==> src/common/fetch_settings.svh <==
// fetch build parameters; addresses are word aligned and the read latency must be at least 1
`ifndef FETCH_SETTINGS_SVH
`define FETCH_SETTINGS_SVH

// pc after reset
`define FETCH_PC_RST 32'h0000_0000

// log2 of the instruction SRAM depth in 32-bit words
`define FETCH_SRAM_ADDR_BITS 8

// cycles from the accepted read address to rvalid
`define FETCH_SRAM_READ_LATENCY 2

`endif

==> src/common/axi_lite_pkg.sv <==
// AXI-lite response codes and fetch master states; only OKAY and SLVERR are ever produced
package axi_lite_pkg;

    // response codes on rresp and bresp
    typedef enum logic [1:0] {
        AXI_OKAY   = 2'b00,
        AXI_SLVERR = 2'b10
    } axi_resp_t;

    // read master FSM, one outstanding read at most
    typedef enum logic {
        FETCH_IDLE = 1'b0,
        FETCH_BUSY = 1'b1
    } fetch_state_t;

endpackage

==> src/fetch/inst_fetch_unit.sv <==
// AXI-lite read master, one read in flight; a word is presented only while it matches the current pc
`timescale 1ns/10ps
`include "fetch_settings.svh"

module inst_fetch_unit (
    input  logic                    clk,
    input  logic                    rst,
    input  logic                    fetch_enable,
    input  logic [31:0]             pc,
    input  logic                    arready,
    input  logic                    rvalid,
    input  logic [31:0]             rdata,
    input  axi_lite_pkg::axi_resp_t rresp,
    output logic                    arvalid,
    output logic [31:0]             araddr,
    output logic                    rready,
    output logic [31:0]             inst,
    output logic                    inst_valid,
    output logic                    fetch_error
);

    import axi_lite_pkg::*;

    fetch_state_t state;
    logic [31:0]  last_pc;
    logic         fetched;
    logic         pc_change;
    logic         err_q;
    logic [31:0]  inst_q;
    logic         ar_fire;
    logic         r_fire;

    // a new fetch is needed on a pc change or before the first fetch
    assign pc_change = !fetched || (last_pc != pc);

    assign arvalid = (state == FETCH_IDLE) && fetch_enable && pc_change;
    assign araddr  = pc;
    assign rready  = (state == FETCH_BUSY);

    assign ar_fire = arvalid && arready;
    assign r_fire  = rvalid && rready;

    always_ff @(posedge clk) begin
        if (rst) begin
            state   <= FETCH_IDLE;
            fetched <= 1'b0;
            last_pc <= `FETCH_PC_RST;
            err_q   <= 1'b0;
        end else begin
            if (ar_fire) begin
                state   <= FETCH_BUSY;
                fetched <= 1'b1;
                last_pc <= pc;
            end else if (r_fire) begin
                state <= FETCH_IDLE;
                err_q <= (rresp != AXI_OKAY);
            end
        end
    end

    // returned word, taken on the R handshake
    always_ff @(posedge clk) begin
        if (r_fire) begin
            inst_q <= rdata;
        end
    end

    // stale words after a redirect fail the pc compare and stay hidden
    assign inst_valid  = (state == FETCH_IDLE) && !pc_change;
    assign inst        = inst_q;
    assign fetch_error = inst_valid && err_q;

endmodule

==> config.mk <==
export PLATFORM = sky130hd
export DESIGN_NAME = inst_fetch_unit
export DESIGN_NICKNAME = d
export VERILOG_FILES = /design/src/common/axi_lite_pkg.sv /design/src/fetch/inst_fetch_unit.sv
export VERILOG_INCLUDE_DIRS = /design/src /design/src/common
export SDC_FILE = /design/constraint.sdc
export NUM_CORES = 1
export LEC_CHECK = 0
export ABC_AREA = 1
export BUFFER_PORTS_ARGS = -buffer_cell sky130_fd_sc_hd__buf_4
export CORE_MARGIN = 2
export CORE_UTILIZATION = 47
export CTS_BUF_LIST = sky130_fd_sc_hd__clkbuf_8
export DETAILED_ROUTE_END_ITERATION = 12
export PLACE_DENSITY = 0.86
export RECOVER_POWER = 50
export SYNTH_ARGS = -nofsm -noshare
export SYNTH_HDL_FRONTEND = slang
export SYNTH_SLANG_ARGS = --single-unit
export TNS_END_PERCENT = 30
==> constraint.sdc <==
create_clock -name clk -period 2.95 [get_ports clk]
set_input_delay 0.295 -clock clk [delete_from_list [all_inputs] [get_ports clk]]
set_output_delay 0.295 -clock clk [all_outputs]
set_load 0.01 [all_outputs]
# Word-level counts from Yosys, hierarchy flattened
# Index checks and enable logic that the tools add are counted.
# word_totals
word_cells	22
in_bits	71
out_inout_bits	68
reg_bits	67
# op_classes
muxes	2
n_reduce_logical	12
n_eq_ne	1
n_bitwise	2
# op_table
operator	count
!= test 32 bit	1
logical AND 1 bit	6
nonzero test 2 bit	2
zero test 1 bit	2
2-to-1 mux 1 bit	2
NOT 1 bit	2
AND reduction 2 bit	1
logical OR 1 bit	1

# Depth between registers and ports, before layout
# depth
depth_word	6
depth_mapped	14
ltp_nobuf	13

# Least setup slack after synthesis
# OpenSTA, ideal clock, no wires.
# synth_path
path_type	reg-to-output
startpoint	register last_pc[6]
endpoint	output fetch_error
t_required_ps	2655
path_slack_ps	1434
stages_incl_launch_ff	11
n_path_buf	0
arrival_time_ps	1221
path_cell_list	dfxtp_1 > inv_1 > nand2_1 > o21ai_0 > nor2_1 > nand2_1 > nor2_1 > nand2_1 > nor3_1 > nand2_1 > nor2_1
# synth_via
elab_chain_cells	5
# synth_lines
item	line_no	text
from (decl)	inst_fetch_unit.sv:25	logic [31:0] last_pc;
from (signal assigned)	inst_fetch_unit.sv:47	last_pc <= `FETCH_PC_RST;
from (signal assigned)	inst_fetch_unit.sv:53	last_pc <= pc;
!= test 32 bit	inst_fetch_unit.sv:34	assign pc_change = !fetched || (last_pc != pc);
logical OR 1 bit	inst_fetch_unit.sv:34	
zero test 1 bit	inst_fetch_unit.sv:69	assign inst_valid = (state == FETCH_IDLE) && !pc_change;
logical AND 1 bit	inst_fetch_unit.sv:69	
logical AND 1 bit	inst_fetch_unit.sv:71	assign fetch_error = inst_valid && err_q;
to (decl)	inst_fetch_unit.sv:19	output logic fetch_error
# Every way passes these cells.

# Final worst setup path
# layout_path
startpoint	register last_pc[2]
endpoint	output fetch_error
# Same word-level chain as after synthesis.

==> out/results.tsv <==
stage	metric	value	unit
outcome	status	finished, final reports clean	
drt	drt-total-wl	9.48	mm
placed_design	dp_hpwl	6.93	mm
clock_tree	hold_buffers	0	
yosys	synth_area_leader_cell	edfxtp_1	
timing	rsz0062_at_grt	false	
yosys	avgSynthCellArea	7.16	µm²
clock_tree	clkTransAtPathRegs	70	ps
clock_tree	cts_resized	0	
floorplanning	start_util	0.484	
yosys	synth_cells	519	
pwr	p_total	2.35	mW
timing	fmax	434	MHz
timing	fin_crit	2300	ps
clock_tree	postCtsSetupBuffers	0	
floorplanning	die_area	0.00864	mm²
drt	num_vias	3511	
placed_design	io_buffers	138	
setup_path	cp_cell_sequence	inv_1 -> nand2_1 -> o21ai_0 -> nor3b_1 -> nand3b_1 -> nor3_1 -> nand2_1 -> nor2_1 -> buf_4	
timing	setup_viol	0	
clock_tree	ctsLongestPathBuffers	2	
layout	area_delta_synth_final	23.9	%
setup_path	cp.required	2650	ps
pwr	power_density	510	mW/mm²
setup_path	cp-end-kind	primary output	
setup_path	slowest_stage	dfxtp_1	
global_routing	grt_max_degree	35	
yosys	synth_fp_nets	590	
global_routing	gr-total-overflow	0	
timing	drv_slew	0	
placed_design	routabilityCongestion	0.925	
setup_path	path_max_fanout	2	
timing	slew_headroom	0.258	
timing	skew	9.55	ps
yosys	async_flop_share	0	
clock_tree	cts_tree	done	
layout	n_antenna_cell	0	
layout	nets	693	
clock_tree	cts_buffers	9	
yosys	ys.flop_type	dfxtp_1	
drt	viasPerCell	4.82	
setup_path	start_kind	flip-flop	
drt	final_antenna_net_count	0	
setup_path	crit_arrival	2010	ps
run	max_cap_violations	0	
yosys	synth.distinct_cells	27	
timing	worst_slew_pin_slew	1110	ps
floorplanning	core	0.00769	mm²
floorplanning	fp.dieW	92.9	µm
yosys	ys_top_cells_by_area	edfxtp_1 26%, dfxtp_1 19%, nand2_1 17%, inv_1 11%, buf_4 6.7%	
yosys	syn-cell-area	0.00372	mm²
yosys	synth.top_cell.area_share	0.258	
timing	final.setup.tns	0	ps
pwr	peakVddDrop	0.243	mV
global_routing	grt.total_usage	0.219	
drt	drt_iter0_drc	260	
clock_tree	clock_latency	350	ps
setup_path	crit_top_cell	nand2_1	
yosys	ys_seq_area_frac	0.447	
layout	final_util	0.599	
clock_tree	clkSinkCount	67	
layout	drive_above_1_share	0.179	
setup_path	critPathMaxStageDelay	340	ps
floorplanning	num_io_pins	139	
pwr	p_leak	2.35	nW
floorplanning	rows	32	
clock_tree	cts-root-buf	clkbuf_8	
global_routing	grt_pass1_wl	14.9	mm
global_routing	grt_pass1_vias	3238	
clock_tree	htreeDepth	3	
timing	hold_viol	0	
global_routing	antenna_found_initial	0	
layout	final.fill_count	727	
floorplanning	die_height	92.9	µm
yosys	yosysWarnings	0	
yosys	ys_ff_latch	67	
min_path	hold_path.class	primary input to flip-flop	
yosys	yosysMostFrequentCell	nand2_1	
timing	fin_crit_sh	0.780	
yosys	synth_common_cells	167 x nand2_1, 107 x inv_1, 56 x nor2_1	
setup_path	path_class	flip-flop to primary output	
drt	drc	0	
yosys	synth_edf_count	32	
drt	detail_route.wl_per_cell	13.0	µm
drt	firstDrtPassIters	5	
==> stage by stage <==
step	std cells	hold slack, ps	setup WS [ps]	area (µm²)
after floorplan	519	364	1430	3720
after global placement	713	473	1000	4550
after detailed placement	713	475	969	4550
after CTS	729	100	632	4790
after global routing	729	109	416	4610
final	729	110	648	4610
==> layout by cell type, fill, tap and decap left out <==
master,Yosys,final
a211oi_1,1,1
a21oi_1,1,1
buf_4,33,58
bufinv_16,0,3
clkbuf_1,7,50
clkbuf_4,0,32
clkbuf_8,0,9
clkinv_1,4,4
clkinv_4,0,1
clkinvlp_4,0,2
dfxtp_1,35,35
edfxtp_1,32,32
inv_1,107,108
inv_2,2,2
nand2_1,167,167
nand3_1,3,3
nand3_4,2,2
nand3b_1,2,2
nand4_1,38,38
nor2_1,56,56
nor2_2,2,2
nor3_1,4,4
nor3b_1,2,2
o211ai_1,1,1
o21ai_0,5,5
o22ai_1,1,1
or2_2,1,1
xnor2_1,4,4
xor2_1,1,1
==> where the power goes <==
group          internal [mW]  total [mW]  leakage (nW)  switching, mW
clock network          0.559       0.921         0.117          0.362
logic                  0.158       0.388          1.65          0.230
registers               1.02        1.04         0.580         0.0221
==> kinds of logic after synthesis <==
group                     after synthesis  share of synthesized area
and+or+nand+nor                       277                      0.321
DFF                                    67                      0.447
AOI/OAI and AO/OA                       9                     0.0138
xor gates and xnor gates                5                     0.0118
buffers and inverters                 161                      0.206
==> critical path, delay by kind of cell, from the launching register on <==
kind                   cells  cell delay [ps]
AND/OR/NAND/NOR            6             1020
AO/OA/AOI/OAI              1              120
flip-flops                 1              340
buffers and inverters      2              190
==> state kept, by name, indices dropped and copies added, names as in the netlist <==
register	flops
fetched	1
err_q	1
inst	32
rready	1
last_pc	32
==> per-layer routing <==
metal / vias to the layer above / global-route usage / routed length (µm)
met4: 0 / 0.0809 / 199
met1: 1548 / 0.272 / 3730
met3: 20 / 0.0415 / 916
met5: - / 0 / 0
li1: 1749 / - / -
met2: 194 / 0.379 / 4640
==> layout make-up <==
class | instances | area [µm²] | area share
sequential | 67 | 1660 | 0.361
multi-input combinational | 291 | 1290 | 0.280
timing repair buffer | 140 | 863 | 0.187
inverter | 113 | 424 | 0.0921
tap | 102 | 128 | 0.0277
clock buffer | 9 | 124 | 0.0269
clock inverter | 7 | 118 | 0.0255
==> path summary, 6_finish.rpt <==
kind	from	end	slack, ps	cells past startpoint
max	last_pc[2]$_SDFFE_PP0P_	fetch_error	650	9
min	rst	rready$_SDFFE_PP0P_	110	2
max reg2reg	last_pc[9]$_SDFFE_PP0P_	last_pc[25]$_SDFFE_PP0P_	1200	11
min reg2reg	err_q$_SDFFE_PP0P_	err_q$_SDFFE_PP0P_	520	2
No activity file was read; power rests on OpenSTA's default activity.
