<file path="config.mk">
export PLATFORM = sky130hd
export DESIGN_NAME = pc_sequencer
export DESIGN_NICKNAME = d
export VERILOG_FILES = /design/src/fetch/pc_sequencer.sv
export VERILOG_INCLUDE_DIRS = /design/src /design/src/common
export SDC_FILE = /design/constraint.sdc
export NUM_CORES = 1
export LEC_CHECK = 0
export BUFFER_PORTS_ARGS = -buffer_cell sky130_fd_sc_hd__buf_2
export CAP_MARGIN = 20
export CORE_MARGIN = 2
export CORE_UTILIZATION = 38
export CTS_CLUSTER_DIAMETER = 40
export DETAILED_ROUTE_END_ITERATION = 16
export MAX_ROUTING_LAYER = met4
export PLACE_DENSITY = 0.75
export SLEW_MARGIN = 20
export SYNTH_ARGS = -nofsm -noshare
export SYNTH_HDL_FRONTEND = slang
export SYNTH_SLANG_ARGS = --single-unit
</file>
<file path="constraint.sdc">
create_clock -name clk -period 2.3 [get_ports clk]
set_clock_uncertainty 0.1 [all_clocks]
set_input_delay 0.46 -clock clk [delete_from_list [all_inputs] [get_ports clk]]
set_output_delay 0.46 -clock clk [all_outputs]
set_load 0.01 [all_outputs]
</file>
<file path="src/common/fetch_settings.svh">
// fetch build parameters; addresses are word aligned and the read latency must be at least 1
`ifndef FETCH_SETTINGS_SVH
`define FETCH_SETTINGS_SVH

// pc after reset
`define FETCH_PC_RST 32'h0000_0000

// log2 of the instruction SRAM depth in 32-bit words
`define FETCH_SRAM_ADDR_BITS 8

// cycles from the accepted read address to rvalid
`define FETCH_SRAM_READ_LATENCY 2

`endif

</file>
<file path="src/fetch/pc_sequencer.sv">
// program counter; redirect wins over the step by four and nothing moves while fetch_enable is low
`timescale 1ns/10ps
`include "fetch_settings.svh"

module pc_sequencer (
    input  logic        clk,
    input  logic        rst,
    input  logic        fetch_enable,
    input  logic        inst_valid,
    input  logic        hold,
    input  logic        redirect,
    input  logic [31:0] redirect_pc,
    output logic [31:0] pc
);

    logic [31:0] pc_q;
    logic [31:0] pc_next;

    // next pc selection
    always_comb begin
        pc_next = pc_q;
        if (fetch_enable) begin
            if (redirect) begin
                pc_next = redirect_pc;
            end else if (inst_valid && !hold) begin
                // advance once the current word has been presented
                pc_next = pc_q + 32'd4;
            end
        end
    end

    always_ff @(posedge clk) begin
        if (rst) begin
            pc_q <= `FETCH_PC_RST;
        end else begin
            pc_q <= pc_next;
        end
    end

    assign pc = pc_q;

endmodule

</file>
Yosys cells after proc, flatten, opt, wreduce, memory -nomap -nowiden
Cells that the tools add are included.
{"block": "totals", "regBits": 32, "input_bits": 38, "output_inout_bits": 32, "elab_cells": 8}
{"block": "op_classes", "add_sub_neg": 1, "muxes": 2, "reduce_logical": 4}
{"op": "2-to-1 mux 32 bit", "count": 2}
{"op": "adder 32 x 3 -> 32 bit, second input constant", "count": 1}
{"op": "AND reduction 2 bit", "count": 1}
{"op": "nonzero test 2 bit", "count": 1}
{"op": "logical AND 1 bit", "count": 1}
{"op": "logical NOT 1 bit", "count": 1}

Longest topological paths before layout
Gate-level depths: netlist of run 1.
{"block": "logic_depth", "word_depth": 4, "ltp_mapped": 6, "depth_no_buf": 6}

Worst setup path before layout of run 1
Ideal clock, no wire load.
{"block": "synth_path", "kind": "reg2reg", "start": "reg pc_q[2], in the netlist pc[2]", "end": "reg pc_q[28], in the netlist pc[28]", "setup_ns": 0.073, "arrival_time_ns": 1.852, "required_time_ns": 2.127, "slack_ns": 0.274, "stages_incl_launch_ff": 7, "n_path_buf": 0, "synth_period_minus_slack_ns": 2.026, "path_cell_list": "dfxtp_1 ha_1 nand4_4 nor3_2 nand4_1 or4_1 o211ai_2"}
{"block": "synth_via", "elab_chain_len": 3}
{"item": "start, declared", "line": "pc_sequencer.sv:16", "text": "logic [31:0] pc_q;"}
{"item": "start signal, assigned", "line": "pc_sequencer.sv:34", "text": "pc_q <= `FETCH_PC_RST;"}
{"item": "start signal, assigned", "line": "pc_sequencer.sv:36", "text": "pc_q <= pc_next;"}
{"item": "adder 32 x 3 -> 32 bit", "line": "pc_sequencer.sv:27", "text": "pc_next = pc_q + 32'd4;"}
{"item": "2-to-1 mux 32 bit", "line": "pc_sequencer.sv:25", "text": "end else if (inst_valid && !hold) begin"}
{"item": "2-to-1 mux 32 bit", "line": "pc_sequencer.sv:23", "text": "if (redirect) begin"}
No other way between the ends. The select of a mux whose other input is x is not followed.
A chain may end at the register's enable or synchronous reset.

Worst setup path in the final report of run 1
{"block": "layout_path", "start": "reg pc_q[2], in the netlist pc[2]", "end": "reg pc_q[26], in the netlist pc[26]"}
Same word-level chain as after synthesis.

==> results of run 1 <==
==> power by group through the flow <==
stage / clock network [mW] / logic, mW / registers (mW)
2_1_floorplan: 0 / 0.129 / 0.651
3_3_place_gp: 0 / 0.241 / 0.649
3_5_place_dp: 0 / 0.244 / 0.651
4_1_cts: 0.478 / 0.245 / 0.638
5_1_grt: 0.502 / 0.273 / 0.647
6_report: 0.475 / 0.245 / 0.640
==> critical path, cell delays in order (launching register included) <==
cell     delay [ns]
dfxtp_1        0.43
ha_1           0.35
nand4_4        0.18
nor4_4         0.39
nand4_1        0.15
or4_1          0.41
nand3_1        0.09
==> worst paths after layout <==
| path | to | cells after the start | from | slack (ns) |
|---|---|---|---|---|
| worst max-delay path | pc[26] | 6 | pc[2] | 0.15 |
| worst min-delay path | pc[1] | 3 | redirect_pc[1] | 0.31 |
| worst max register to register | pc[26] | 6 | pc[2] | 0.15 |
| worst min register to register | pc[0] | 2 | pc[0] | 0.36 |
==> routing by layer <==
layer	part of all wire	routed length, µm
met1	0.45	2870
met2	0.48	3070
met3	0.063	402
met4	0.012	78
met5	0	0
==> stage by stage <==
step / cell area [µm²] / worst slack (ns)
2_1_floorplan: 2100 / 0.274
3_3_place_gp: 2540 / 0.281
3_5_place_dp: 2540 / 0.175
4_1_cts: 2630 / 0.152
5_1_grt: 2630 / 0.00387
6_report: 2630 / 0.151
==> layout by cell type (no fill, tap or decap), types with 5 or more instances in the layout <==
cell      netlist  layout
nor2_1         24      24
a21oi_1        18      18
dfxtp_1        32      32
or4_1           5       5
nand2_1        40      40
o21ai_0        14      13
buf_2           4      69
and4_1          5       5
nand4_1         9       9
a31oi_1        14      14
buf_4           0       8
clkbuf_8        0       7
and3_1          5       5
nor3_1          6       6
nand3_1        26      26
==> final cells by class <==
class | count | area [µm²]
inverter | 3 | 11.3
sequential | 32 | 641
tap | 72 | 90.1
timing repair buffer | 78 | 425
fill | 567 | 2770
clock buffer | 7 | 96.3
multi-input combinational | 229 | 1370
==> kinds of logic after synthesis <==
group | count (synthesis) | synth area share
mux | 4 | 0.0203
flops | 32 | 0.305
buf+inv | 22 | 0.0430
compound gates | 80 | 0.255
simple gates | 144 | 0.371
fa+ha+maj | 1 | 0.00597
==> results.tsv, run 1 <==
stage	metric	value	unit
setup_path	arrival	2.28	ns
pwr	seqPwrFrac	0.471	
global_route	busiest_layer	met2	
pwr	combPwrFrac	0.180	
global_route	met3_usage	0.0322	
synthesis	synth_edf_count	0	
routing	avgViaCountPerCell	5.91	
clock_tree	max-clock-path-buffers	2	
synthesis	yosysTopAreaCellShare	0.305	
layout	area_delta_synth_final	25.6	%
global_route	first_global_vias	2291	
sta	maxSlewViolCount	0	
synthesis	synth_seq_cells	32	
layout	fin_util	0.487	
layout	largest_reg_flops	32	
routing	wl	6430	µm
placed_design	port_buffers	69	
floorplanning	floorplan.initialDensity	0.388	
sta	rsz0062_at_grt	false	
synthesis	synth_commonest_cells	nand2_1, dfxtp_1, nand3_1	
setup_path	end_kind	register	
pwr	p_leak	1.07	nW
synthesis	yosysMostFrequentCell	nand2_1	
layout	antenna_cells	0	
outcome	status	completed	
sta	relSlewSlack	0.707	
synthesis	synthTopCellsByArea	dfxtp_1, nand2_1, nand3_1, a21oi_1, nor2_1	
floorplanning	die_h	78.3	µm
placed_design	hpwl	4680	µm
global_route	grtUsageTotal	0.223	
floorplanning	rows	27	
routing	drtAntennaViolNets	0	
layout	drive_above_1_share	0.272	
routing	drc	0	
synthesis	synth_area_per_cell	7.41	µm²
clock_tree	cts_root_buffer	clkbuf_8	
sta	worstMarginPinSlew	0.438	ns
setup_path	required	2.43	ns
global_route	grt_max_degree	57	
pwr	switchingPower	0.397	mW
floorplanning	placeableCoreArea	0.00541	mm²
synthesis	ys_warn_count	0	
clock_tree	tritoncts	done	
clock_tree	post-cts-setup-buffers	0	
clock_tree	clk_latency	0.29	ns
setup_path	critPathMaxFanout	7	
floorplanning	die_width	78.3	µm
routing	drt_iter0_drc	228	
floorplanning	fp.dieArea	0.00613	mm²
synthesis	async_flop_share	0	
placed_design	dp_cells	414	
pwr	p_per_area	516	mW/mm²
layout	final_cells	421	
floorplanning	top_level_ports	70	
pwr	ir_worst_vdd	0.412	mV
global_route	grt_pass1_wl	10800	µm
clock_tree	cts_sinks	32	
setup_path	worst-setup-path-type	reg -> reg	
synthesis	syn_area	0.00210	mm²
synthesis	ys_seq_area_frac	0.305	
global_route	antenna_found_initial	0	
routing	drt_first_pass_iters	4	
hold_path	hp-class	in -> reg	
sta	hold-worst-slack	0.314	ns
clock_tree	cts_made_buffers	5	
routing	wl_per_cell	15.3	µm
synthesis	syn_inst	283	
synthesis	synth_flop_cell	dfxtp_1	
clock_tree	cts.clk_slew.worst_paths	0.07	ns
pwr	p_total	1.36	mW
job	drv_cap	0	
layout	fin_nets	388	
global_route	grt_use_met1	0.280	
pwr	clockPowerShare	0.349	
sta	finalCritPeriodShare	0.934	
sta	fin_crit	2.15	ns
pwr	p_int	0.962	mW
clock_tree	cts_hold_buf	0	
sta	tns	0	ns
routing	vias	2487	
clock_tree	cts_max_level	2	
global_route	grtUsageMet2	0.373	
synthesis	syn-num-nets	322	
synthesis	synth_cell_types	49	
setup_path	cp-start-kind	register	
placed_design	gp_congestion	0.924	
sta	fmax	465	MHz
global_route	grt_overflow	0	
clock_tree	cts_resized	0	
synthesis	yosysTopAreaCell	dfxtp_1	
sta	hold_violations	0	
sta	final-setup-viol-count	0	
pwr	switching_share	0.292	
(Power assumes the default switching activity.)
==> run 2: changes to the inputs <==
--- a/config.mk
+++ b/config.mk
@@ -6,14 +6,14 @@
 export SDC_FILE = /design/constraint.sdc
 export NUM_CORES = 1
 export LEC_CHECK = 0
-export BUFFER_PORTS_ARGS = -buffer_cell sky130_fd_sc_hd__buf_2
+export BUFFER_PORTS_ARGS = -buffer_cell sky130_fd_sc_hd__buf_4
 export CAP_MARGIN = 20
-export CORE_MARGIN = 2
 export CORE_UTILIZATION = 38
 export CTS_CLUSTER_DIAMETER = 40
 export DETAILED_ROUTE_END_ITERATION = 16
 export MAX_ROUTING_LAYER = met4
 export PLACE_DENSITY = 0.75
+export SKIP_LAST_GASP = 1
 export SLEW_MARGIN = 20
 export SYNTH_ARGS = -nofsm -noshare
 export SYNTH_HDL_FRONTEND = slang
==> run 2 against run 1 <==
- cell count is 0.48% lower
- die area decreased by 5.0%
- total power rose by 1.4%
- first-iteration DRC count is 15% lower
- worst setup slack gained 0.015 ns
- utilization grew 4.7 points
- largest cell class unchanged
- largest power group unchanged
==> results.tsv, run 2 (synthesis gave the netlist of run 1 again) <==
stage	metric	value	unit	change
sta	fmax	469	MHz	was 465 MHz
clock_tree	cts.clk_slew.worst_paths	0.07	ns	about the same
outcome	status	completed		unchanged
setup_path	critPathBufInv	0		unchanged
placed_design	gp_congestion	0.882		was 0.924
setup_path	critPathMaxFanout	7		unchanged
floorplanning	rows	26		was 27
setup_path	required	2.44	ns	was 2.43 ns
layout	layout_common_cells	buf_4, nand2_1, dfxtp_1		was buf_2, nand2_1, dfxtp_1
routing	drt_first_pass_iters	5		was 4
global_route	grt_overflow	0		unchanged
setup_path	slowest_stage	dfxtp_1		unchanged
clock_tree	cts_sinks	32		unchanged
setup_path	arrival	2.27	ns	was 2.28 ns
global_route	antenna_found_initial	0		unchanged
sta	relSlewSlack	0.514		was 0.707
floorplanning	fp.dieArea	0.00582	mm²	was 0.00613 mm²
clock_tree	tritoncts	done		unchanged
clock_tree	post-cts-setup-buffers	0		unchanged
sta	final-setup-viol-count	0		unchanged
job	drv_cap	0		unchanged
layout	final_cells	419		was 421
global_route	first_global_vias	2226		was 2291
sta	tns	0	ns	unchanged
hold_path	hp-start	redirect_pc[1]		unchanged
clock_tree	cts_hold_buf	0		unchanged
hold_path	hp-class	in -> reg		unchanged
placed_design	dp_cells	411		was 414
routing	wl_per_cell	15.5	µm	was 15.3 µm
layout	fin_nets	387		was 388
setup_path	slowest_delay	0.44	ns	was 0.43 ns
global_route	grtUsageTotal	0.231		was 0.223
floorplanning	top_level_ports	70		unchanged
sta	hold_violations	0		unchanged
setup_path	critical-path-top-delay-family	simple AND/OR/NAND/NOR gates		unchanged
setup_path	cp-start-kind	register		unchanged
setup_path	crit_chain	ha_2 -> nand4_4 -> nor4_4 -> nand4_1 -> or4_1 -> nand3_1		was ha_1 -> nand4_4 -> nor4_4 -> nand4_1 -> or4_1 -> nand3_1
layout	largest_reg_flops	32		unchanged
sta	rsz0062_at_grt	false		unchanged
layout	drive_above_1_share	0.269		was 0.272
routing	drc	0		unchanged
clock_tree	cts_made_buffers	5		unchanged
setup_path	critPathLaunch	pc[2]		unchanged
sta	maxSlewViolCount	0		unchanged
clock_tree	clk_latency	0.29	ns	about the same
routing	drt_iter0_drc	194		was 228
placed_design	port_buffers	69		unchanged
global_route	grt_pass1_wl	10800	µm	about the same
pwr	p_total	1.38	mW	was 1.36 mW
global_route	grt_max_degree	38		was 57
sta	finalCritPeriodShare	0.928		was 0.934
sta	fin_crit	2.13	ns	was 2.15 ns
layout	layout_commonest_cell	buf_4		was buf_2
routing	avgViaCountPerCell	6.03		was 5.91
layout	n_fill_cell	546		was 567
layout	area_delta_synth_final	32.6	%	was 25.6%
floorplanning	die_h	76.3	µm	was 78.3 µm
clock_tree	cts_root_buffer	clkbuf_8		unchanged
clock_tree	cts_max_level	2		unchanged
routing	drtAntennaViolNets	0		unchanged
setup_path	worst-setup-path-type	reg -> reg		unchanged
pwr	p_per_area	496	mW/mm²	was 516 mW/mm²
sta	worstMarginPinSlew	0.728	ns	was 0.438 ns
floorplanning	placeableCoreArea	0.00520	mm²	was 0.00541 mm²
layout	antenna_cells	0		unchanged
clock_tree	cts_resized	0		unchanged
floorplanning	floorplan.initialDensity	0.403		was 0.388
pwr	p_leak	1.09	nW	was 1.07 nW
routing	wl	6510	µm	was 6430 µm
placed_design	hpwl	4700	µm	was 4680 µm
pwr	ir_worst_vdd	0.526	mV	was 0.412 mV
setup_path	r2r_start	pc[2]		unchanged
routing	vias	2527		was 2487
clock_tree	max-clock-path-buffers	2		unchanged
floorplanning	die_width	76.3	µm	was 78.3 µm
setup_path	end_kind	register		unchanged
## run 2: cell count changes in the layout (fill, tap and decap cells not counted), sizes merged
cell	change
buf	-1
clkbuf	+1
## run 2: final cells by class
class,instances,area [µm²],area share
Sequential cell,32,641,0.230
Inverter,3,11.3,0.00405
Tap cell,70,87.6,0.0315
Timing Repair Buffer,77,578,0.208
Clock buffer,8,90.1,0.0324
Multi-Input combinational cell,229,1370,0.494
## run 2: worst reg2reg max path: stages, from the launching register on
cell     delay [ns]
dfxtp_1        0.44
ha_2           0.30
nand4_4        0.16
nor4_4         0.42
nand4_1        0.17
or4_1          0.41
nand3_1        0.09
## run 2: path summary, 6_finish.rpt
kind	endpoint	slack, ns	depth (start not counted)
setup reg to reg	pc[26]	0.17	6
setup / recovery	pc[26]	0.17	6
hold / removal	pc[1]	0.33	3
hold reg to reg	pc[0]	0.37	2
## run 2: per-stage QoR
step | utilization | cell area (µm²) | setup slack [ns] | hold slack, ns
final | 0.534 | 2780 | 0.166 | 0.327
after global routing | 0.534 | 2780 | 0.0153 | 0.342
after CTS | 0.534 | 2780 | 0.103 | 0.329
after detailed placement | 0.516 | 2690 | 0.121 | 0.359
after global placement | 0.516 | 2690 | 0.167 | 0.351
after floorplan | - | 2100 | 0.274 | 0.381
## run 2: metal layers
layer	GRT usage	vias to the layer above	share of wire
li1	-	1214	-
met1	0.310	1199	0.45
met2	0.349	105	0.46
met3	0.0503	9	0.076
met4	0.0673	0	0.016
met5	-	-	0
## run 2: power breakdown
part / switching (mW) / leakage [nW] / total (mW) / internal, mW
registers: 0.0524 / 0.262 / 0.639 / 0.587
logic: 0.137 / 0.782 / 0.274 / 0.138
clock network: 0.221 / 0.0455 / 0.465 / 0.244
==> run 3: changes to the inputs <==
--- a/config.mk
+++ b/config.mk
@@ -8,11 +8,13 @@
 export LEC_CHECK = 0
 export BUFFER_PORTS_ARGS = -buffer_cell sky130_fd_sc_hd__buf_4
 export CAP_MARGIN = 20
-export CORE_UTILIZATION = 38
+export CELL_PAD_IN_SITES_DETAIL_PLACEMENT = 1
+export CELL_PAD_IN_SITES_GLOBAL_PLACEMENT = 1
+export CORE_UTILIZATION = 35
 export CTS_CLUSTER_DIAMETER = 40
 export DETAILED_ROUTE_END_ITERATION = 16
 export MAX_ROUTING_LAYER = met4
-export PLACE_DENSITY = 0.75
+export PLACE_DENSITY = 0.91
 export SKIP_LAST_GASP = 1
 export SLEW_MARGIN = 20
 export SYNTH_ARGS = -nofsm -noshare
==> run 3 against run 2 <==
- sequential power barely moved
- count of clock-buffer cells in the layout fell by 1
- hold slack got worse by 0.019 ns
- utilization fell by 3.5 points
- fmax fell by 0.85%
- cell count rose by 1.2%
- sequential cell count did not move
- sequential share of layout area fell by 0.30 points
- wire length rose by 21%
- highest routed layer unchanged
==> results.tsv, run 3 (synthesis gave the netlist of run 1 again) <==
stage	metric	value	unit	change
outcome	status	completed		unchanged
clock_tree	cts_max_level	2		unchanged
routing	drt_first_pass_iters	4		was 5
floorplanning	floorplan.initialDensity	0.372		was 0.403
clock_tree	cts_made_buffers	5		unchanged
floorplanning	fp.dieArea	0.00631	mm²	was 0.00582 mm²
floorplanning	rows	27		was 26
setup_path	end_kind	register		unchanged
layout	largest_reg_flops	32		unchanged
layout	finalInstanceArea	0.00282	mm²	was 0.00278 mm²
sta	fmax	465	MHz	was 469 MHz
routing	drc	0		unchanged
pwr	p_per_area	506	mW/mm²	was 496 mW/mm²
sta	maxSlewViolCount	0		unchanged
clock_tree	cts_resized	0		unchanged
global_route	first_global_vias	2563		was 2226
routing	wl_met3	527	µm	was 492 µm
sta	tns	0	ns	unchanged
placed_design	port_buffers	69		unchanged
global_route	grt_pass1_wl	12800	µm	was 10800 µm
routing	avgViaCountPerCell	6.13		was 6.03
sta	final-setup-viol-count	0		unchanged
routing	vias	2600		was 2527
routing	m1WireLength	3440	µm	was 2940 µm
placed_design	dp_cells	417		was 411
setup_path	required	2.44	ns	about the same
routing	top_layer_used	met4		unchanged
routing	dr_wl_met2	3800	µm	was 2970 µm
global_route	grtUsageTotal	0.269		was 0.231
pwr	ir_worst_vdd	0.212	mV	was 0.526 mV
routing	drt_iter0_drc	156		was 194
global_route	grt_overflow	0		unchanged
clock_tree	cts_sinks	32		unchanged
placed_design	gp_congestion	0.848		was 0.882
placed_design	dpl-instance-area	0.00272	mm²	was 0.00269 mm²
floorplanning	die_width	79.4	µm	was 76.3 µm
layout	drive_above_1_share	0.278		was 0.269
sta	rsz0062_at_grt	false		unchanged
clock_tree	post-cts-setup-buffers	0		unchanged
layout	area_delta_synth_final	34.3	%	was 32.6%
routing	drtAntennaViolNets	0		unchanged
setup_path	worst-setup-path-type	reg -> reg		unchanged
clock_tree	tritoncts	done		unchanged
sta	relSlewSlack	0.504		was 0.514
routing	wl_per_cell	18.6	µm	was 15.5 µm
sta	hold_violations	0		unchanged
sta	finalCritPeriodShare	0.936		was 0.928
clock_tree	max-clock-path-buffers	2		unchanged
floorplanning	placeableCoreArea	0.00564	mm²	was 0.00520 mm²
floorplanning	die_h	79.4	µm	was 76.3 µm
layout	layout_common_cells	buf_4, nand2_1, dfxtp_1		unchanged
clock_tree	cts_hold_buf	0		unchanged
clock_tree	cts_root_buffer	clkbuf_8		unchanged
global_route	grt_max_degree	25		was 38
layout	layout_commonest_cell	buf_4		unchanged
setup_path	cp-start-kind	register		unchanged
hold_path	hp-class	in -> reg		unchanged
floorplanning	top_level_ports	70		unchanged
job	drv_cap	0		unchanged
global_route	antenna_found_initial	0		unchanged
routing	wl	7870	µm	was 6510 µm
layout	fin_nets	391		was 387
layout	fin_util	0.499		was 0.534
sta	fin_crit	2.15	ns	was 2.13 ns
layout	antenna_cells	0		unchanged
clock_tree	cts.clk_slew.worst_paths	0.07	ns	about the same
setup_path	critPathMaxFanout	6		was 7
placed_design	hpwl	5710	µm	was 4700 µm
layout	final_cells	424		was 419
clock_tree	clk_latency	0.30	ns	was 0.29 ns
sta	worstMarginPinSlew	0.745	ns	was 0.728 ns
pwr	p_leak	1.12	nW	was 1.09 nW
setup_path	arrival	2.30	ns	was 2.27 ns
==> run 3: cell count changes in the layout (fill, tap and decap cells not counted), sizes merged <==
cell / previous run / this run
clkbuf: 8 / 7
buf: 77 / 81
==> run 3: power by group <==
part           total [mW]  switching (mW)  internal (mW)
Combinational       0.292           0.148          0.144
Clock               0.492           0.226          0.267
Sequential          0.642          0.0552          0.587
==> run 3: cell type report <==
class | count | area, µm²
fill | 717 | 2830
multi-input combinational | 229 | 1370
sequential | 32 | 641
timing repair buffer | 81 | 608
clock buffer | 7 | 96.3
tap | 72 | 90.1
inverter | 3 | 11.3
==> run 3: final timing paths <==
kind	start	endpoint	slack [ns]	cells past startpoint
worst max-delay path	pc[3]	pc[26]	0.15	6
worst max register to register	pc[3]	pc[26]	0.15	6
worst min-delay path	redirect_pc[1]	pc[1]	0.31	3
worst min register to register	pc[1]	pc[1]	0.37	2
==> run 3: metrics by stage <==
step                hold slack (ns)  worst slack, ns  power (mW)
global placement              0.344            0.247       0.931
finish                        0.307            0.148        1.43
CTS                           0.312            0.161        1.43
global route                  0.337         0.000407        1.48
detailed placement            0.359            0.174       0.943
floorplan                     0.381            0.274       0.780
==> run 3: critical path, stage by stage, from the launching register on <==
cell and delay, ns:
dfxtp_1 0.42, ha_1 0.35, nand4_4 0.17, nor4_4 0.38, nand4_1 0.16, or4_1 0.41, nand3_1 0.10
==> run 3: metal layers <==
metal | GRT usage | up-vias
met4 | 0.0945 | 0
met3 | 0.0400 | 13
met5 | - | -
met1 | 0.339 | 1273
met2 | 0.438 | 93
li1 | - | 1221
