## config.mk

```make
export PLATFORM = sky130hd
export DESIGN_NAME = inst_predecode
export DESIGN_NICKNAME = d
export VERILOG_FILES = /design/src/common/fetch_settings.svh /design/src/common/rv_inst_pkg.sv /design/src/source/inst_predecode.sv
export SDC_FILE = /design/constraint.sdc
export NUM_CORES = 1
export LEC_CHECK = 0
export ABC_AREA = 1
export BUFFER_PORTS_ARGS = -buffer_cell sky130_fd_sc_hd__clkbuf_2
export CAP_MARGIN = 20
export CORE_MARGIN = 1
export CORE_UTILIZATION = 29
export DETAILED_ROUTE_END_ITERATION = 8
export PLACE_DENSITY_LB_ADDON = 0.15
export SLEW_MARGIN = 20
export SYNTH_ARGS = -nofsm -noshare
export SYNTH_HDL_FRONTEND = slang
export SYNTH_SLANG_ARGS = --single-unit
```

## constraint.sdc

```tcl
create_clock -name vclk -period 1
set_clock_uncertainty 0.15 [all_clocks]
set_input_delay 0.1 -clock vclk [all_inputs]
set_output_delay 0.1 -clock vclk [all_outputs]
set_load 0.03 [all_outputs]
```

## src/common/fetch_settings.svh

```systemverilog
// fetch build parameters; addresses are word aligned and the read latency must be at least 1
`ifndef FETCH_SETTINGS_SVH
`define FETCH_SETTINGS_SVH

// pc after reset
`define FETCH_PC_RST 32'h0000_0000

// log2 of the instruction SRAM depth in 32-bit words
`define FETCH_SRAM_ADDR_BITS 8

// cycles from the accepted read address to rvalid
`define FETCH_SRAM_READ_LATENCY 2

`endif

```

## src/common/rv_inst_pkg.sv

```systemverilog
// RV32 instruction views for predecode; only the I and U layouts are described
package rv_inst_pkg;

    // I-type layout
    typedef struct packed {
        logic [11:0] imm_11_0;
        logic [4:0]  rs1;
        logic [2:0]  funct3;
        logic [4:0]  rd;
        logic [6:0]  opcode;
    } inst_i_fmt_t;

    // U-type layout
    typedef struct packed {
        logic [19:0] imm_31_12;
        logic [4:0]  rd;
        logic [6:0]  opcode;
    } inst_u_fmt_t;

    // same word seen through both layouts
    // rd and opcode sit at the same bits in each view
    typedef union packed {
        inst_i_fmt_t i;
        inst_u_fmt_t u;
    } rv_inst_u;

    // coarse opcode classes
    typedef enum logic [2:0] {
        OP_ALU_IMM = 3'd0,
        OP_LOAD    = 3'd1,
        OP_JALR    = 3'd2,
        OP_LUI     = 3'd3,
        OP_AUIPC   = 3'd4,
        OP_OTHER   = 3'd5
    } op_class_t;

endpackage

```

## src/source/inst_predecode.sv

```systemverilog
// predecode of opcode class, rd and immediate only; no validity check of funct fields
`timescale 1ns/10ps

module inst_predecode (
    input  logic [31:0]             inst,
    output rv_inst_pkg::op_class_t  op_class,
    output logic [4:0]              rd,
    output logic [31:0]             imm
);

    import rv_inst_pkg::*;

    localparam logic [6:0] OPC_ALU_IMM = 7'b0010011;
    localparam logic [6:0] OPC_LOAD    = 7'b0000011;
    localparam logic [6:0] OPC_JALR    = 7'b1100111;
    localparam logic [6:0] OPC_LUI     = 7'b0110111;
    localparam logic [6:0] OPC_AUIPC   = 7'b0010111;

    rv_inst_u word;

    assign word = inst;
    assign rd   = word.i.rd;

    // opcode is read through the I view, same bits as the U view
    always_comb begin
        case (word.i.opcode)
            OPC_ALU_IMM: op_class = OP_ALU_IMM;
            OPC_LOAD:    op_class = OP_LOAD;
            OPC_JALR:    op_class = OP_JALR;
            OPC_LUI:     op_class = OP_LUI;
            OPC_AUIPC:   op_class = OP_AUIPC;
            default:     op_class = OP_OTHER;
        endcase
    end

    always_comb begin
        case (op_class)
            OP_ALU_IMM, OP_LOAD, OP_JALR: begin
                // sign extend the 12-bit field
                imm = {{20{word.i.imm_11_0[11]}}, word.i.imm_11_0};
            end
            OP_LUI, OP_AUIPC: begin
                imm = {word.u.imm_31_12, 12'd0};
            end
            default: begin
                imm = 32'd0;
            end
        endcase
    end

endmodule

```

==> results of run 1 <==
-- cells by family after synthesis --
family | synth area share (%)
buf+inv | 32.8
simple gates | 66.3
compound gates | 0.949
-- synthesized netlist by cell type, drive strengths merged --
master | instances | area [um^2]
nand3 | 4 | 32.5
inv | 21 | 78.8
buf | 10 | 93.8
nand2 | 67 | 274
nor2 | 10 | 42.5
o21ai | 1 | 5.00
-- timing repair --
item                       CTS
pin swaps                    7
resized for setup           87
setup endpoints to repair   35
gates cloned                 2
buffers inserted             5
-- metrics by stage --
| stage | hold WS, ns | instance area (um^2) | setup WS (ns) | setup TNS [ns] |
|---|---|---|---|---|
| after detailed placement | 0.0502 | 1120 | -0.463 | -15.06 |
| after floorplan | 0.149 | 774 | -0.0827 | -2.25 |
| after global placement | 0.0502 | 1120 | -0.458 | -14.85 |
| after CTS | 0.0502 | 1580 | -0.348 | -11.61 |
==> key figures, run 1 <==
Run status
  – Status: did not finish
  – Stop stage: global routing (5_1_grt)
  – First Err: [ERROR DPL-0038] Utilization greater than 100%, impossible to legalize

Floorplan
  – Initial Util: 30.8%
  – Die W: 44.6 um
  – Die Span Y: 44.6 um
  – Num ports: 72
  – Rows: 15

Timing
  – Worst_ep kind: output port
  – Post-GRT worst EP: imm[12]

Yosys
  – Number of distinct library cells after synthesis: 12
  – Mean cell area of the mapped netlist: 4.66 um^2
  – Post-synthesis sequential area ratio: 0%
  – Synth Warn #: 0
  – Cells after Synth: 113
  – Mapped Nets: 145
  – Post-Syn Area: 527 um^2

Clock tree
  – Hold_buf cts: 0

Placed design
  – Dpl hpwl: 1420 um
  – Dpl cells: 200
  – GP Congestion: 0.727
  – Port Buffers: 62

GRT
  – Largest net degree at the start of global routing: 21
==> inputs of run 2 (changes only) <==
--- a/config.mk
+++ b/config.mk
@@ -8,9 +8,9 @@
 export ABC_AREA = 1
 export BUFFER_PORTS_ARGS = -buffer_cell sky130_fd_sc_hd__clkbuf_2
 export CAP_MARGIN = 20
-export CORE_MARGIN = 1
-export CORE_UTILIZATION = 29
+export CORE_AREA = 2 2 63 65
 export DETAILED_ROUTE_END_ITERATION = 8
+export DIE_AREA = 0 0 65 67
 export PLACE_DENSITY_LB_ADDON = 0.15
 export SLEW_MARGIN = 20
 export SYNTH_ARGS = -nofsm -noshare
==> constraint.sdc (replaced) <==
create_clock -name vclk -period 1.3
set_clock_uncertainty 0.15 [all_clocks]
set_input_delay 0.13 -clock vclk [all_inputs]
set_output_delay 0.13 -clock vclk [all_outputs]
set_load 0.03 [all_outputs]
==> run 2 against run 1 <==
Effect of this change:
- synthesized area unchanged
- the flow now finishes, with violations (negative setup slack)
- synthesized cell count unchanged
==> key figures, run 2 <==
Power
  – P_int: 0.115 mW
  – Cell Pwr Density: 159 nW/um^2
  – Clk pwr share: 0%
  – Sw Pwr: 0.116 mW
  – Static leakage: 0.908 nW
  – Switching share of power: 50.2%
  – Worst ir drop on vdd: 0.000102 V
  – Sequential power share: 0%
  – Total power: 0.232 mW
  – Comb pwr share: 100.0%

Timing
  – RSZ-0062 raised after global routing: yes
  – Slew Limit Fails: 0
  – Final number of hold-violating endpoints: 0
  – Slew HR: 89.5%
  – Worst Tran Pin Value: 0.157 ns
  – Setup WS post-layout: -0.103 ns
  – Fin crit share: 108%
  – Fin crit period: 1.40 ns
  – Final setup fails: 33
  – Hold slack: 0.110 ns
  – Fmax: 713 MHz

GRT
  – GRT Util Overall: 8.38%
  – Vias in the first global route: 719
  – First-pass GRT wire length: 3030 um
  – Largest net degree at the start of global routing: 22
  – Global route total overflow: 0
  – Initial antenna violation count: 0

Setup path
  – Crit path capture type: primary output
  – CP max stage delay: 0.17 ns
  – CP arrival: 1.12 ns
  – Slowest library cell on the worst path: clkbuf_16
  – Worst path buffer plus inverter count: 5
  – CP top delay family: buffers and inverters
  – Crit path kind: in2out
  – Worst EP required: 1.02 ns
  – Crit-path cells: buf_8 -> inv_6 -> nand2_4 -> nor2_4 -> nand2_2 -> nand3_4 -> clkbuf_16 -> nand2_1 -> inv_2 -> buf_6
  – Crit-path max FO: 5
  – Type of origin of the critical path: input port

Yosys
  – Yosys top cell by area: nand2_1 (unchanged)
  – Cells after Synth: 113 (unchanged)
  – Post-synthesis sequential area ratio: 0% (unchanged)
  – Mapped Nets: 145 (unchanged)
  – Number of distinct library cells after synthesis: 12 (unchanged)
  – Post-Syn Area: 527 um^2 (unchanged)
  – List of most frequent post-synthesis cells: 60 x nand2_1, 19 x inv_1, 8 x nor2_1, 6 x nand2_2 (unchanged)
  – Yosys top cell area share: 42.8% (unchanged)
  – Synth Warn #: 0 (unchanged)
  – Mean cell area of the mapped netlist: 4.66 um^2 (unchanged)
  – Top post-synthesis cells by area: nand2_1 43%, inv_1 14%, buf_6 11% (unchanged)
  – Most frequent cell after synthesis: nand2_1 (unchanged)

Floorplan
  – Rows: 22 (was 15)
  – Num ports: 72 (unchanged)
  – Die area: 4360 um^2
  – Die Span Y: 67 um (was 44.6 um)
  – Initial Util: 14.6% (was 30.8%)
  – Core area: 3610 um^2
  – Die W: 65 um (was 44.6 um)

Routing
  – Wirelength per Cell: 10.7 um
  – Vias post-DR: 894
  – Pre-antenna DRT Iters: 4
  – M1 wire length: 855 um
  – DRT antenna net count: 0
  – Final Routed Wirelength: 2430 um
  – Drt via density: 3.92
  – # DRC: 0
  – DRT iter0 DRCs: 17
  – DR WL met3: 239 um
  – Detail Route met2 WL: 1340 um
  – DR top layer: met3

Final layout
  – NumNets Final: 214
  – Clock buffer count: 0
  – Area of the multi-input gates: 469 um^2
  – Area grow syn2layout: 176%
  – Ratio of cells with drive above 1 in the final layout: 63.3%
  – Seq_cells: 0
  – Reg area: 0 um^2
  – Most common cell after layout, fill and taps aside: nand2_1
  – Filler Cell Count: 395
  – Commonest non-fill, non-tap cells in the layout: 51 x nand2_1, 20 x clkbuf_2, 18 x clkbuf_8, 17 x buf_6, 10 x buf_4
  – Diodes inserted: 0

Min path
  – Hold Path Class: in2out

Run status
  – Status: finished with violations (was did not finish)
  – Failing checks: negative setup slack

Placed design
  – Port Buffers: 62 (unchanged)
  – Dpl hpwl: 1530 um (was 1420 um)
  – GP Congestion: 0.738 (was 0.727)

Flow run
  – Max cap viols: 0
==> run 2: power by group through the flow <==
stage	Combinational, mW	Sequential, mW	Clock [mW]
after detailed placement	0.145	0	0
after global placement	0.147	0	0
after floorplan	0.0979	0	0
after global routing	0.248	0	0
final	0.232	0	0
after CTS	0.171	0	0
==> run 2: final timing paths <==
kind / startpoint / end / slack [ns] / cells after the start
worst max-delay path: inst[3] / imm[9] / -0.10 / 10
worst min-delay path: inst[7] / rd[0] / 0.11 / 0
==> run 2: cell type report <==
type | instances | area share, %
multi-input combinational | 82 | 32.2
tap | 48 | 4.13
inverter | 21 | 6.28
timing repair buffer | 77 | 57.4
==> run 2: logic make-up (layout without fill, tap and decap cells) <==
family          count (synthesis)  count (layout)  share of synthesized area [%]
buf+inv                        31              98                           32.8
simple gates                   81              81                           66.3
compound gates                  1               1                          0.949
==> run 2: metrics by stage <==
| step | util [%] | setup TNS [ns] | cell area (um^2) | setup WS (ns) | cells |
|---|---|---|---|---|---|
| global placement | 24.6 | -6.37 | 888 | -0.239 | 221 |
| floorplan | - | 0 | 527 | 0.0391 | 113 |
| detailed placement | 24.6 | -5.83 | 888 | -0.216 | 221 |
| global route | 40.4 | -4.52 | 1460 | -0.155 | 228 |
| finish | 40.4 | -2.54 | 1460 | -0.103 | 228 |
| CTS | 31.5 | -2.97 | 1130 | -0.114 | 222 |
==> run 2: repair_timing <==
action,CTS,global route
pin swaps,1,7
gates cloned,0,4
setup buffers,1,2
endpoints found under the setup margin,34,34
gates resized for setup,59,91
hold buffers,0,0
==> run 2: routing by layer <==
layer	vias up	GRT usage, %
met5	-	0
met4	0	0
met3	0	2.20
met2	44	17.1
met1	393	9.00
li1	457	-
(Power assumes the default switching activity.)
==> inputs of run 3 (changes only) <==
==> constraint.sdc (replaced) <==
create_clock -name vclk -period 1.4
set_clock_uncertainty 0.15 [all_clocks]
set_input_delay 0.14 -clock vclk [all_inputs]
set_output_delay 0.14 -clock vclk [all_outputs]
set_load 0.03 [all_outputs]
==> run 3 against run 2 <==
Effect of this change:
- final cell count stayed put
- first-iteration DRC count shrank 41%
- the flow still finishes with violations (negative setup slack)
- total power up 2.6%
- critical path type unchanged
- largest power group unchanged
- non-clock buffer count is 1 lower
- highest routed layer unchanged
==> key figures, run 3 (same netlist as run 2, synthesis figures left out) <==
Final layout
  – Ratio of cells with drive above 1 in the final layout: 87.2% (was 63.3%)
  – Area of the multi-input gates: 627 um^2 (was 469 um^2)
  – Most common cell after layout, fill and taps aside: nand2_2 (was nand2_1)
  – Clock buffer count: 0 (unchanged)
  – Seq_cells: 0 (unchanged)
  – Commonest non-fill, non-tap cells in the layout: 38 x nand2_2, 24 x buf_8, 22 x clkbuf_2, 18 x nand2_4, 15 x buf_6 (was 51 x nand2_1, 20 x clkbuf_2, 18 x clkbuf_8, 17 x buf_6, 10 x buf_4)
  – Reg area: 0 um^2 (unchanged)
  – Post-route design area: 1600 um^2 (was 1460 um^2)
  – Util after Layout: 44.4% (was 40.4%)
  – NumNets Final: 214 (unchanged)
  – Filler Cell Count: 366 (was 395)
  – Area grow syn2layout: 204% (was 176%)
  – Diodes inserted: 0 (unchanged)

Timing
  – Worst Tran Pin Value: 0.232 ns (was 0.157 ns)
  – Hold slack: 0.130 ns (was 0.110 ns)
  – Fin crit share: 103%
  – RSZ-0062 raised after global routing: yes (unchanged)
  – Final number of hold-violating endpoints: 0 (unchanged)
  – Slew HR: 84.5% (was 89.5%)
  – Final setup fails: 20 (was 33)
  – Fmax: 696 MHz
  – Slew Limit Fails: 0 (unchanged)
  – Fin crit period: 1.44 ns
  – Setup WS post-layout: -0.0373 ns (was -0.103 ns)

GRT
  – Global route total overflow: 0 (unchanged)
  – Vias in the first global route: 679 (was 719)
  – First-pass GRT wire length: 2790 um (was 3030 um)
  – Largest net degree at the start of global routing: 22 (unchanged)
  – GRT Util Overall: 7.74% (was 8.38%)
  – Initial antenna violation count: 0 (unchanged)

Power
  – Static leakage: 0.975 nW (was 0.908 nW)
  – Sw Pwr: 0.128 mW (was 0.116 mW)
  – Worst ir drop on vdd: 0.0000862 V (was 0.000102 V)
  – Comb pwr share: 100.0% (about the same)
  – P_int: 0.109 mW (was 0.115 mW)
  – Total power: 0.238 mW (was 0.232 mW)
  – Clk pwr share: 0% (about the same)
  – Sequential power share: 0% (about the same)
  – Switching share of power: 54.0% (was 50.2%)
  – Cell Pwr Density: 149 nW/um^2 (was 159 nW/um^2)

Run status
  – Status: finished with violations (unchanged)
  – Failing checks: negative setup slack (unchanged)

Setup path
  – Crit path kind: in2out (unchanged)
  – Crit path capture type: primary output (unchanged)
  – Crit-path max FO: 5 (unchanged)
  – Worst EP required: 1.11 ns (was 1.02 ns)
  – CP arrival: 1.15 ns (was 1.12 ns)
  – Type of origin of the critical path: input port (unchanged)

Placed design
  – Pre-CTS WS: -0.143 ns (was -0.216 ns)
  – Dpl hpwl: 1490 um (was 1530 um)
  – Port Buffers: 62 (unchanged)
  – Dpl cell area: 888 um^2 (unchanged)
  – GP Congestion: 0.738 (about the same)

Floorplan
  – Num ports: 72 (unchanged)
  – Die Span Y: 67 um (unchanged)
  – Rows: 22 (unchanged)
  – Core area: 3610 um^2 (unchanged)
  – Initial Util: 14.6% (unchanged)
  – Die area: 4360 um^2 (unchanged)
  – Die W: 65 um (unchanged)

Routing
  – Drt via density: 3.97 (was 3.92)
  – # DRC: 0 (unchanged)
  – Final Routed Wirelength: 2620 um (was 2430 um)
  – Pre-antenna DRT Iters: 4 (unchanged)
  – Vias post-DR: 905 (was 894)
  – DRT antenna net count: 0 (unchanged)
  – DRT iter0 DRCs: 10 (was 17)
  – Wirelength per Cell: 11.5 um (was 10.7 um)

Flow run
  – Max cap viols: 0 (unchanged)

Clock tree
  – Hold_buf cts: 0 (unchanged)

Min path
  – Hold Path Class: in2out (unchanged)
-- run 3: changes by cell type in the layout (fill, tap and decap cells not counted), moves of 2 or more --
cell,previous run,this run
buf_8,7,24
nand2_1,51,10
buf_4,10,8
buf_6,17,15
nand2_4,7,18
inv_2,8,13
clkbuf_8,18,0
buf_2,0,2
nand2_2,8,38
inv_1,9,5
clkbuf_2,20,22
-- run 3: path summary, 6_finish.rpt --
| kind | from | endpoint | slack [ns] | cells past startpoint |
|---|---|---|---|---|
| max | inst[3] | imm[2] | -0.04 | 10 |
| min | inst[7] | rd[0] | 0.13 | 0 |
-- run 3: metal layers --
layer,up-vias,part of all wire [%],global-route usage (%)
met5,-,0,0
met4,0,0,0
met3,0,8.8,2.36
met2,42,57,15.6
met1,410,34,8.30
li1,453,-,-
-- run 3: worst max-delay path: stages --
cell and delay, ns:
buf_8 0.10, inv_6 0.05, nand2_4 0.05, nor2_4 0.11
nand2_2 0.09, nand3_4 0.19, clkbuf_16 0.20, nand2_4 0.04
inv_2 0.05, buf_8 0.11
-- run 3: power groups by stage --
stage / Combinational [mW] / Clock (mW) / Sequential, mW
2_1_floorplan: 0.0909 / 0 / 0
3_3_place_gp: 0.137 / 0 / 0
3_5_place_dp: 0.136 / 0 / 0
4_1_cts: 0.157 / 0 / 0
5_1_grt: 0.253 / 0 / 0
6_report: 0.238 / 0 / 0
-- run 3: stage by stage --
stage          std cells  TNS [ns]
3_3_place_gp         221     -3.72
4_1_cts              221    -0.378
5_1_grt              228     -2.60
3_5_place_dp         221     -3.26
6_report             228    -0.444
2_1_floorplan        113         0
-- run 3: final cells by class --
class	instances	share of cell area, %
inverters	21	5.55
repair buffers	76	51.5
well taps	48	3.75
multi-input cells	83	39.2
-- run 3: timing repair --
action                                  CTS  global route
pin swaps                                 1            23
cloned                                    0             5
resized for setup                        58           151
setup buffers                             0             2
endpoints found under the hold margin     0             0
endpoints found under the setup margin   32            32
==> inputs of run 4 (changes only) <==
--- a/config.mk
+++ b/config.mk
@@ -6,11 +6,11 @@
 export NUM_CORES = 1
 export LEC_CHECK = 0
 export ABC_AREA = 1
-export BUFFER_PORTS_ARGS = -buffer_cell sky130_fd_sc_hd__clkbuf_2
 export CAP_MARGIN = 20
 export CORE_AREA = 2 2 63 65
 export DETAILED_ROUTE_END_ITERATION = 8
 export DIE_AREA = 0 0 65 67
+export DONT_BUFFER_PORTS = 1
 export PLACE_DENSITY_LB_ADDON = 0.15
 export SLEW_MARGIN = 20
 export SYNTH_ARGS = -nofsm -noshare
==> run 4 against run 3 <==
Effect of this change:
- the run now ends clean
- sequential cell count is the same
- hold slack is the same
- maximum frequency grew 8.9%
- highest routed layer unchanged
==> key figures, run 4 (same netlist as run 2, synthesis figures left out) <==
Run status
  – Status: finished clean (was finished with violations)

Timing
  – Slew HR: 79.8% (was 84.5%)
  – Final setup fails: 0 (was 20)
  – Setup WS post-layout: 0.0803 ns (was -0.0373 ns)
  – Hold slack: 0.130 ns (unchanged)
  – Setup TNS: 0 ns (was -0.444 ns)
  – RSZ-0062 raised after global routing: yes (unchanged)
  – Slew Limit Fails: 0 (unchanged)
  – Fin crit period: 1.32 ns (was 1.44 ns)
  – Fin crit share: 94.3% (was 103%)
  – Fmax: 758 MHz (was 696 MHz)
  – Worst Tran Pin Value: 0.302 ns (was 0.232 ns)
  – Final number of hold-violating endpoints: 0 (unchanged)

Placed design
  – Dpl hpwl: 1360 um (was 1490 um)
  – Dpl cell area: 711 um^2 (was 888 um^2)
  – GP Congestion: 0.655 (was 0.738)
  – Pre-CTS WS: 0.0184 ns (was -0.143 ns)
  – Dpl cells: 165 (was 221)
  – Port Buffers: 0 (was 62)

Power
  – Static leakage: 0.500 nW (was 0.975 nW)
  – Total power: 0.0934 mW (was 0.238 mW)
  – Worst ir drop on vdd: 0.0000425 V (was 0.0000862 V)
  – Cell Pwr Density: 124 nW/um^2 (was 149 nW/um^2)

Setup path
  – Crit path kind: in2out (unchanged)
  – Crit path capture type: primary output (unchanged)
  – CP top delay family: simple AND/OR/NAND/NOR gates (was buffers and inverters)
  – Worst path buffer plus inverter count: 0 (was 5)
  – Crit-path max FO: 21 (was 5)
  – Type of origin of the critical path: input port (unchanged)
  – CP arrival: 1.03 ns (was 1.15 ns)
  – Slowest library cell on the worst path: nand2_1 (was clkbuf_16)
  – Worst EP required: 1.11 ns (about the same)
  – Cell repeated most along the worst path: nand2_1
  – CP max stage delay: 0.26 ns (was 0.20 ns)
  – Crit-path cells: nand2_1 -> nor2_2 -> nand2_2 -> nand3_4 -> nand2_8 -> nand2_1 (was buf_8 -> inv_6 -> nand2_4 -> nor2_4 -> nand2_2 -> nand3_4 -> clkbuf_16 -> nand2_4 -> inv_2 -> buf_8)

Min path
  – Hold Path Class: in2out (unchanged)

Routing
  – DRT iter0 DRCs: 6 (was 10)
  – Vias post-DR: 619 (was 905)
  – DRT antenna net count: 0 (unchanged)
  – Wirelength per Cell: 9.05 um (was 11.5 um)
  – Pre-antenna DRT Iters: 4 (unchanged)
  – Final Routed Wirelength: 1500 um (was 2620 um)
  – # DRC: 0 (unchanged)
  – Drt via density: 3.73 (was 3.97)

Final layout
  – Area of the multi-input gates: 389 um^2 (was 627 um^2)
  – Diodes inserted: 0 (unchanged)
  – Commonest non-fill, non-tap cells in the layout: 56 x nand2_1, 12 x inv_1, 10 x nand2_2, 9 x inv_2, 9 x buf_12 (was 38 x nand2_2, 24 x buf_8, 22 x clkbuf_2, 18 x nand2_4, 15 x buf_6)
  – Post-route design area: 753 um^2 (was 1600 um^2)
  – Reg area: 0 um^2 (unchanged)
  – Most common cell after layout, fill and taps aside: nand2_1 (was nand2_2)
  – NumNets Final: 152 (was 214)
  – Seq_cells: 0 (unchanged)
  – Area grow syn2layout: 43.0% (was 204%)
  – Final Non-Filler Cells: 166 (was 228)
  – Util after Layout: 20.9% (was 44.4%)
  – Clock buffer count: 0 (unchanged)
  – Filler Cell Count: 421 (was 366)
  – Ratio of cells with drive above 1 in the final layout: 33.9% (was 87.2%)

GRT
  – Vias in the first global route: 476 (was 679)
  – GRT Util Overall: 5.79% (was 7.74%)
  – Global route total overflow: 0 (unchanged)
  – Largest net degree at the start of global routing: 22 (unchanged)
  – Initial antenna violation count: 0 (unchanged)
  – First-pass GRT wire length: 2030 um (was 2790 um)

Floorplan
  – Die area: 4360 um^2 (unchanged)
  – Rows: 22 (unchanged)
  – Core area: 3610 um^2 (unchanged)
  – Die W: 65 um (unchanged)
  – Initial Util: 14.6% (unchanged)
  – Num ports: 72 (unchanged)
  – Die Span Y: 67 um (unchanged)

Flow run
  – Max cap viols: 0 (unchanged)
==> run 4: cell count changes in the layout (fill, tap and decap cells not counted), sizes merged <==
cell and change:
clkbuf -25, buf -36, nand2 -1
==> run 4: power by group <==
part / switching [mW] / total [mW] / internal [mW]
Clock: 0 / 0 / 0
Sequential: 0 / 0 / 0
Combinational: 0.0614 / 0.0934 / 0.0319
Total: 0.0614 / 0.0934 / 0.0319
==> run 4: final timing paths <==
path	startpoint	end	slack, ns	cells after the start
max	inst[1]	imm[26]	0.08	6
min	inst[7]	rd[0]	0.13	0
==> run 4: layout make-up <==
cell class | instances | share of cell area [%]
Timing Repair Buffer | 15 | 29.9
Multi-Input combinational cell | 82 | 51.7
Tap cell | 48 | 7.97
Inverter | 21 | 10.5
==> run 4: timing repair <==
item | CTS | global route
buffers inserted | 0 | 1
hold endpoints to repair | 0 | 0
endpoints found under the setup margin | 0 | 21
hold buffers | 0 | 0
gates resized for setup | 0 | 16
==> run 4: routing by layer <==
metal	vias to the layer above	global-route usage (%)	share of wire, %
met5	-	0	0
met4	0	0	0
met3	0	1.86	15
met2	43	10.8	48
met1	252	6.80	38
li1	324	-	-
